### config.mk
export PLATFORM = sky130hd
export DESIGN_NAME = cacc_calc_int8
export DESIGN_NICKNAME = d
export VERILOG_FILES = /design/src/cacc_ctrl_pkg.sv /design/src/cacc_data_pkg.sv /design/src/cacc_sum_stage.sv /design/src/cacc_round_stage.sv /design/src/cacc_calc_int8.sv
export VERILOG_INCLUDE_DIRS = /design/src
export SDC_FILE = /design/constraint.sdc
export NUM_CORES = 1
export LEC_CHECK = 0
export BUFFER_PORTS_ARGS = -buffer_cell sky130_fd_sc_hd__buf_4
export CAP_MARGIN = 20
export CORE_AREA = 5 5 133 135
export CTS_BUF_LIST = sky130_fd_sc_hd__clkbuf_16
export DETAILED_ROUTE_END_ITERATION = 8
export DIE_AREA = 0 0 138 140
export PLACE_DENSITY = 0.81
export SLEW_MARGIN = 40
export SYNTH_ARGS = -nofsm -noshare
export SYNTH_HDL_FRONTEND = slang
export SYNTH_HIERARCHICAL = 1
export SYNTH_SLANG_ARGS = --single-unit
### constraint.sdc
create_clock -name nvdla_core_clk -period 4.82 [get_ports nvdla_core_clk]
set_input_delay 0.482 -clock nvdla_core_clk [delete_from_list [all_inputs] [get_ports nvdla_core_clk]]
set_output_delay 0.482 -clock nvdla_core_clk [all_outputs]
set_load 0.05 [all_outputs]
### src/cacc_calc_macros.svh
`ifndef CACC_CALC_MACROS_SVH
`define CACC_CALC_MACROS_SVH

// ====================
// Int8 datapath widths
// ====================
`define CACC_IN_W   22  // Product sum from the MAC array
`define CACC_OP_W   34  // Stored operand and partial sum
`define CACC_SUM_W  35  // Raw adder result, one guard bit
`define CACC_OUT_W  32  // Final result to the delivery side

// ====================
// Truncate and rounding
// ====================
`define CACC_FRAC_W 16  // Fraction bits appended before shift
`define CACC_TRU_W  5   // Truncate amount field

// Derived shift word width, integer plus fraction
`define CACC_SFT_W  (`CACC_OP_W + `CACC_FRAC_W)

`endif

### src/cacc_ctrl_pkg.sv
`include "cacc_calc_macros.svh"

// ====================
// Control side types
// ====================
package cacc_ctrl_pkg;

  // Right shift applied to final sums, from the register file
  typedef logic [`CACC_TRU_W-1:0] cacc_truncate_t;

  // Qualifiers that travel with the final result
  typedef struct packed {
    logic valid;  // Final result strobe
    logic sat;    // Final result clipped to 32 bits
  } cacc_final_flag_t;

endpackage

### src/cacc_data_pkg.sv
`include "cacc_calc_macros.svh"

// ====================
// Datapath word types
// ====================
package cacc_data_pkg;

  typedef logic signed [`CACC_IN_W-1:0]  cacc_in_t;   // Signed product sum
  typedef logic signed [`CACC_OP_W-1:0]  cacc_op_t;   // Operand or partial sum
  typedef logic signed [`CACC_OUT_W-1:0] cacc_out_t;  // Final result word

  // Sum stage to round stage, the 34-bit saturated value
  // is {sign, mag}
  typedef struct packed {
    logic                   final_vld;  // Valid and last of accumulation
    logic                   sign;       // Sign of the raw 35-bit sum
    logic [`CACC_OP_W-2:0]  mag;        // Low bits after clipping
  } cacc_sat_word_t;

  // Shifted word split at the binary point
  typedef struct packed {
    logic [`CACC_OP_W-1:0]    integ;   // Integer part after shift
    logic                     guide;   // First bit below the point
    logic [`CACC_FRAC_W-2:0]  sticky;  // Remaining fraction bits
  } cacc_shift_fields_t;

  // Same 50 bits seen as the shifter output or as split fields
  typedef union packed {
    logic [`CACC_SFT_W-1:0] raw;  // Arithmetic shifter result
    cacc_shift_fields_t     f;    // Rounding view
  } cacc_shift_word_u;

endpackage

### src/cacc_sum_stage.sv
`timescale 1ns/100ps

`include "cacc_calc_macros.svh"

module cacc_sum_stage
  import cacc_data_pkg::*;
(
  input  logic           nvdla_core_clk,
  input  logic           nvdla_core_rstn,
  input  logic           i_valid,          // Item strobe
  input  logic           i_sel,            // Last item of accumulation
  input  cacc_in_t       i_data,           // Product sum
  input  cacc_op_t       i_op,             // Stored operand
  input  logic           i_op_valid,       // Operand present, else zero
  output cacc_sat_word_t o_sat,            // To round stage
  output logic           o_partial_valid,
  output cacc_op_t       o_partial_data
);

  cacc_op_t                op_mask;     // Operand after valid masking
  logic [`CACC_SUM_W-1:0]  sum_nxt;     // Adder output
  logic [`CACC_SUM_W-1:0]  sum_pd;      // Registered raw sum
  logic                    sat_vld;     // Item in sum register
  logic                    sat_sel;     // Held select of that item
  logic                    sum_sign;
  logic                    sum_msb;
  logic [`CACC_OP_W-2:0]   sat_mag;     // Clipped low bits
  logic                    partial_vld;
  logic                    final_vld;

  // ====================
  // Addition
  // ====================
  assign op_mask = i_op_valid ? i_op : '0;  // Missing operand adds nothing

  // Both sides sign extended to 35 bits
  assign sum_nxt = {{(`CACC_SUM_W-`CACC_IN_W){i_data[`CACC_IN_W-1]}}, i_data} +
                   {{(`CACC_SUM_W-`CACC_OP_W){op_mask[`CACC_OP_W-1]}}, op_mask};

  always_ff @(posedge nvdla_core_clk or negedge nvdla_core_rstn) begin
    if (!nvdla_core_rstn) begin
      sat_vld <= 1'b0;
      sat_sel <= 1'b0;
    end else begin
      sat_vld <= i_valid;
      if (i_valid) begin
        sat_sel <= i_sel;  // Hold select with its data
      end
    end
  end

  always_ff @(posedge nvdla_core_clk) begin
    if (i_valid) begin
      sum_pd <= sum_nxt;
    end
  end

  // ====================
  // Clip to 34 bits
  // ====================
  assign sum_sign = sum_pd[`CACC_SUM_W-1];
  assign sum_msb  = sum_pd[`CACC_SUM_W-2];

  // Top bits disagree on overflow, clip toward the sign
  assign sat_mag = (sum_sign ^ sum_msb) ? {(`CACC_OP_W-1){~sum_sign}}
                                        : sum_pd[`CACC_OP_W-2:0];

  assign partial_vld = sat_vld & ~sat_sel;  // Mid accumulation
  assign final_vld   = sat_vld & sat_sel;   // Last item, goes to rounding

  assign o_sat = '{final_vld: final_vld, sign: sum_sign, mag: sat_mag};

  // ====================
  // Partial output
  // ====================
  always_ff @(posedge nvdla_core_clk or negedge nvdla_core_rstn) begin
    if (!nvdla_core_rstn) begin
      o_partial_valid <= 1'b0;
    end else begin
      o_partial_valid <= partial_vld;
    end
  end

  always_ff @(posedge nvdla_core_clk) begin
    if (partial_vld) begin
      o_partial_data <= {sum_sign, sat_mag};  // Back to the accumulator buffer
    end
  end

endmodule

### src/cacc_round_stage.sv
`timescale 1ns/100ps

`include "cacc_calc_macros.svh"

module cacc_round_stage
  import cacc_ctrl_pkg::*, cacc_data_pkg::*;
(
  input  logic             nvdla_core_clk,
  input  logic             nvdla_core_rstn,
  input  cacc_sat_word_t   i_sat,           // Saturated sum from sum stage
  input  cacc_truncate_t   i_cfg_truncate,  // Quasi static shift amount
  output cacc_final_flag_t o_final,         // Final valid and sat flag
  output cacc_out_t        o_final_data
);

  cacc_op_t                 pre_sft;       // Shifter input, zero when idle
  cacc_shift_word_u         sft_w;         // Shifted word, two views
  logic                     sat_sign;
  logic                     point5;        // Round up increment
  logic                     need_sat;      // Result does not fit 32 bits
  logic [`CACC_OUT_W-1:0]   tru_pd;        // Rounded low 32 bits
  cacc_out_t                sft_max;       // Signed 32-bit extreme
  cacc_out_t                final_result;
  cacc_final_flag_t         final_nxt;

  assign sat_sign = i_sat.sign;

  // ====================
  // Truncate shift
  // ====================
  // Only a final item toggles the shifter
  assign pre_sft = i_sat.final_vld ? {i_sat.sign, i_sat.mag} : '0;

  // Fraction appended so shifted out bits feed rounding
  always_comb begin
    sft_w.raw = $signed({pre_sft, {`CACC_FRAC_W{1'b0}}}) >>> i_cfg_truncate;
  end

  // ====================
  // Rounding
  // ====================
  // Half rounds away from zero, negatives need sticky to go up
  assign point5 = sft_w.f.guide & (~sat_sign | (|sft_w.f.sticky));

  assign tru_pd = sft_w.f.integ[`CACC_OUT_W-1:0] + {{(`CACC_OUT_W-1){1'b0}}, point5};

  // ====================
  // Clip to 32 bits
  // ====================
  // Negative overflow, bits 32:31 not all ones
  // Positive overflow, either of bits 32:31 set
  // Positive, all ones below bit 31 and a round up carry
  assign need_sat = (sat_sign & ~(&sft_w.f.integ[`CACC_OUT_W:`CACC_OUT_W-1])) |
                    (~sat_sign & (|sft_w.f.integ[`CACC_OUT_W:`CACC_OUT_W-1])) |
                    (~sat_sign & (&{sft_w.f.integ[`CACC_OUT_W-2:0], point5}));

  assign sft_max = sat_sign ? {1'b1, {(`CACC_OUT_W-1){1'b0}}}   // Most negative
                            : {1'b0, {(`CACC_OUT_W-1){1'b1}}};  // Most positive

  assign final_result = need_sat ? sft_max : tru_pd;

  assign final_nxt = '{valid: i_sat.final_vld, sat: i_sat.final_vld & need_sat};

  // ====================
  // Final output
  // ====================
  always_ff @(posedge nvdla_core_clk or negedge nvdla_core_rstn) begin
    if (!nvdla_core_rstn) begin
      o_final <= '0;
    end else begin
      o_final <= final_nxt;
    end
  end

  always_ff @(posedge nvdla_core_clk) begin
    if (i_sat.final_vld) begin
      o_final_data <= final_result;  // Held between final items
    end
  end

endmodule

### src/cacc_calc_int8.sv
`timescale 1ns/100ps

module cacc_calc_int8
  import cacc_ctrl_pkg::*, cacc_data_pkg::*;
(
  input  logic             nvdla_core_clk,
  input  logic             nvdla_core_rstn,
  input  cacc_truncate_t   i_cfg_truncate,   // Register file shift amount
  input  logic             i_valid,          // Item strobe
  input  cacc_in_t         i_data,           // Product sum from MAC
  input  cacc_op_t         i_op,             // Operand from the buffer
  input  logic             i_op_valid,
  input  logic             i_sel,            // Last item
  output logic             o_partial_valid,
  output cacc_op_t         o_partial_data,   // Back to accumulator buffer
  output cacc_final_flag_t o_final,          // Final valid and sat hit
  output cacc_out_t        o_final_data      // To delivery
);

  cacc_sat_word_t sat_word;  // Saturated 34-bit sum with final qualifier

  // ====================
  // Add and clip
  // ====================
  cacc_sum_stage u_sum (
    .nvdla_core_clk  (nvdla_core_clk),
    .nvdla_core_rstn (nvdla_core_rstn),
    .i_valid         (i_valid),
    .i_sel           (i_sel),
    .i_data          (i_data),
    .i_op            (i_op),
    .i_op_valid      (i_op_valid),
    .o_sat           (sat_word),
    .o_partial_valid (o_partial_valid),
    .o_partial_data  (o_partial_data)
  );

  // ====================
  // Shift and round
  // ====================
  cacc_round_stage u_round (
    .nvdla_core_clk  (nvdla_core_clk),
    .nvdla_core_rstn (nvdla_core_rstn),
    .i_sat           (sat_word),
    .i_cfg_truncate  (i_cfg_truncate),
    .o_final         (o_final),
    .o_final_data    (o_final_data)
  );

endmodule

==> run summary <==
YOSYS
------------------------------------------------------------------------------------
Most used flip-flop cell after synthesis                                    edfxtp_1
Share of the yosys chip area belonging to registers                            33.3%
Biggest area consumer among synthesized cells                               edfxtp_1
Synth Net Count                                                                 1147
Share of flip-flops with an asynchronous set or reset after synthesis          4.72%
Post-synth top area share                                                      32.0%
Warnings, synthesis                                                                6
Count of flip-flops with a built-in enable after synthesis                       101
Number of different library cells in the post-synthesis netlist                   92
Post-synthesis sequential element count                                          106
Number of instances in the synthesized netlist                                  1044
Cell Area, Synth                                                           9480 um^2
Average cell area after synthesis                                          9.08 um^2
Area contributors post-synth                                            edfxtp_1, ha_1, nand2_1, a21oi_1, mux2i_1

DIE
------------------------------------------------------------------------------------
IO Count                                                                         135
Number of placement rows                                                          47
Die width                                                                     138 um
Starting density of the core                                                   58.0%
Die H                                                                         140 um
Core area                                                                 16300 um^2
Total die area                                                            19300 um^2

PWR
------------------------------------------------------------------------------------
Cell Pwr Density                                                         307 nW/um^2
Internal power                                                               2.09 mW
Net switching share of the total power                                         39.1%
Portion of total power attributed to sequential cells                          35.1%
Peak supply drop                                                              158 uV
P_sw                                                                         1.34 mW
Overall power after layout                                                   3.44 mW
Relative contribution of the clock network to total power                      21.8%
Combinational cell fraction of total power                                     43.1%
Static power due to leakage                                                  4.39 nW

FINAL LAYOUT
------------------------------------------------------------------------------------
Fraction of final layout cells with drive strength greater than 1              23.0%
Area overhead of the layout relative to synthesis                              18.1%
Antenna Cells                                                                      0
Number of nets in the final layout                                              1279

PLACEMENT
------------------------------------------------------------------------------------
Placer's final routability congestion estimate                                  1.07
Half-perimeter wire length after detailed placement                         22600 um
Total of buffers placed on input and output ports                                134

CRITICAL PATH
------------------------------------------------------------------------------------
Critical path start-end classification                                  register to register
Max incr delay on CP                                                          610 ps
Worst reg2reg startpoint                                                u_sum/sum_pd[33]$_DFFE_PP_
Crit start category                                                         register
Largest delay contributor family on the critical path                   compound AO/OA/AOI/OAI gates
Maximum net fanout on the critical path                                           66
Number of buffers and inverters on the critical path                               3
Reg2Reg Capture Point                                                   u_round/o_final_data[25]$_DFFE_PP_
Number of cells on the critical path                                              18
Crit path capture type                                                      register
Crit-path cells                                                         buf_12 > nor2_1 > o21ai_0 > mux2i_1 > o22ai_1 > nor3_1 > nor2_1 > nor3_1 > o221a_2 > a221oi_1 > buf_4 > ha_1 > buf_4 > nand4_1 > nor3_1 > nand3_1 > xnor2_1 > o21ai_2
Cell at the slowest stage of the critical path                               o21ai_0
Most Frequent Cell on Critical Path                                           nor3_1
Worst endpoint required time                                                 4920 ps
FF-to-FF setup slack                                                          130 ps
Number of cell instances on the worst register-to-register path                   18
Data arrival time at the worst-slack endpoint                                4790 ps

GRT
------------------------------------------------------------------------------------
Maximum number of pins on one net before global-route repair                      67
Number of global-route vias before repair                                       8495
GRT Resource Usage Total                                                       29.2%
Antenna violations before repair                                                   0
First-pass GRT wire length                                                  46100 um
Total congestion overflow after global routing                                     0

CTS
------------------------------------------------------------------------------------
Clock transition at the registers of the reported paths                        80 ps
Clock root buffer                                                          clkbuf_16
Postcts setup bufs                                                                 0
Clock sink count                                                                 106
Clock tree from TritonCTS                                                      built
Number of buffers inserted during clock tree synthesis                             9
H-tree level count                                                                 3
Worst-skew pair later-pin latency                                             350 ps
Buffer levels on the longest clock path                                            2

TIMING
------------------------------------------------------------------------------------
Number of pins exceeding their max-slew limit in the final report                  0
Clock Skews                                                                  15.1 ps
Maximum operating frequency                                                  213 MHz
Total negative slack for setup checks                                           0 ps
Ratio of final minimum period to clock period                                  97.3%
Unrepaired setup endpoints after global routing                                false
Worst Max-Slew Pin Slew                                                       852 ps
Final hold violations                                                              0
Shortest period the worst path allows                                        4690 ps
Final setup viols                                                                  0
Rel. slew slack                                                                42.6%

MIN PATH
------------------------------------------------------------------------------------
Sink of the worst hold path                                             u_sum/sat_sel$_DFFE_PN0P_
Startpoint of the tightest hold check path                                     i_sel
Worst hold stages                                                                  2
HP Class                                                                input pin to register

ROUTE
------------------------------------------------------------------------------------
Number of nets with antenna violations after detailed routing                      0
DRC                                                                                0
Via count                                                                       9130
Routed wire per std cell                                                     21.0 um
Detailed-routing iteration count for the pre-antenna-repair pass                   6
Total routed wirelength                                                     29400 um
Via density per instance                                                        6.52
Initial detailed-routing violation count                                        1011

JOB
------------------------------------------------------------------------------------
Count of maximum capacitance violations                                            0

STATUS
------------------------------------------------------------------------------------
Result of the run                                                       complete, no violations

## kinds of logic (layout without fill, tap and decap cells)
kind of cell    count (synthesis)  count (layout)  share of synthesized area, %
xor+xnor                       58              58                          5.36
compound gates                332             332                          25.4
mux                            55              55                          7.18
flops                         106             106                          33.3
simple gates                  372             372                          19.6
fa+ha+maj                      37              37                          4.96
buf+inv                        84             220                          4.25
## worst max path at each step
stage | end | slack, ps | startpoint
finish | u_round/o_final_data[25]$_DFFE_PP_ | 130 | u_sum/sum_pd[33]$_DFFE_PP_
global route | u_round/o_final_data[25]$_DFFE_PP_ | 30 | u_sum/sum_pd[33]$_DFFE_PP_
CTS | u_round/o_final_data[25]$_DFFE_PP_ | 290 | u_sum/sum_pd[33]$_DFFE_PP_
detailed placement | u_round/o_final_data[25]$_DFFE_PP_ | 270 | u_sum/sum_pd[33]$_DFFE_PP_
global placement | u_round/o_final_data[31]$_DFFE_PP_ | 450 | u_sum/sum_pd[33]$_DFFE_PP_
floorplan | u_round/o_final_data[26]$_DFFE_PP_ | 620 | u_sum/sat_sel$_DFFE_PN0P_
## Yosys cell counts, types with 5 or more instances
cell	count
a211o_1	5
a211oi_1	10
a21o_1	15
a21oi_1	69
a221oi_1	12
a22o_1	5
a22oi_1	8
a31oi_1	6
and2_1	42
and3_1	9
buf_1	5
buf_2	16
buf_4	5
buf_6	5
clkbuf_1	35
dfrtp_1	5
edfxtp_1	101
ha_1	36
inv_1	15
mux2_2	11
mux2i_1	34
mux4_2	9
nand2_1	114
nand2b_1	11
nand3_1	21
nand4_1	13
nand4b_1	5
nor2_1	90
nor2b_1	11
nor3_1	25
nor4_1	7
o211ai_1	8
o21a_1	6
o21ai_0	61
o21ai_2	7
o21bai_1	5
o221ai_1	18
o22a_1	12
o22ai_1	26
xnor2_1	38
xor2_1	20
## worst register-to-register path: stages (launching register included)
cell      delay [ps]
edfxtp_1         380
buf_12           240
nor2_1           110
o21ai_0          610
mux2i_1          240
o22ai_1          450
nor3_1           100
nor2_1           140
nor3_1            70
o221a_2          290
a221oi_1         270
buf_4            200
ha_1             180
buf_4            120
nand4_1          190
nor3_1           400
nand3_1          160
xnor2_1          240
o21ai_2           70
## power groups by stage
stage / registers [mW] / clock network [mW] / logic [mW]
finish: 1.21 / 0.749 / 1.48
global route: 1.22 / 0.800 / 1.58
CTS: 1.21 / 0.758 / 1.45
detailed placement: 1.23 / 0 / 1.45
global placement: 1.22 / 0 / 1.43
floorplan: 1.41 / 0 / 0.804
## flip-flops by register name, summed over array words and instances, names as in the netlist
register,count
u_sum/o_partial_valid,1
u_sum/sum_pd,35
u_sum/sat_sel,1
u_round/o_final_data,32
u_round/o_final,2
u_sum/o_partial_data,34
u_sum/sat_vld,1
## metal layers
metal	track usage [%]	share of wire, %	vias up
met4	11.0	4.1	0
met3	5.59	8.8	90
met2	50.3	48	531
met5	0	0	-
li1	-	-	4253
met1	36.6	39	4256
## what timing repair did
action	4_1_cts	5_1_grt
hold buffers	1	0
setup endpoints to repair	0	1
gates resized for setup	0	1
endpoints found under the hold margin	5	0
## layout by cell type, fill, tap and decap left out, types with 10 or more instances in the layout
cell and instances:
xor2_1 20, o221ai_1 18, nand2b_1 11, o22a_1 12, nor2b_1 10, nand3_1 21, mux2_2 11, edfxtp_1 101
a21oi_1 69, ha_1 36, xnor2_1 38, nor3_1 25, nand2_1 114, nor2_1 90, o22ai_1 25, buf_4 183
a211oi_1 10, inv_1 16, mux2i_1 34, a21o_1 15, and2_1 41, a221oi_1 12, nand4_1 13, o21ai_0 61
## cell type report
| type | count | area (um^2) |
|---|---|---|
| clock inverter | 6 | 68.8 |
| clock buffer | 9 | 225 |
| fill | 1304 | 5150 |
| timing repair buffer | 188 | 1470 |
| multi-input combinational | 854 | 5940 |
| tap | 220 | 275 |
| inverter | 17 | 63.8 |
| sequential | 106 | 3160 |
## per-stage QoR
step | hold WS [ps] | instance area [um^2] | std cells | util [%] | setup WS [ps]
floorplan | 186 | 9480 | 1044 | - | 624
global placement | 287 | 10900 | 1383 | 66.4 | 454
detailed placement | 289 | 10900 | 1384 | 66.6 | 272
CTS | 359 | 11200 | 1400 | 68.5 | 286
global route | 368 | 11200 | 1400 | 68.5 | 31.1
finish | 365 | 11200 | 1400 | 68.5 | 128
Note: power is estimated with default switching activity, not from simulation.
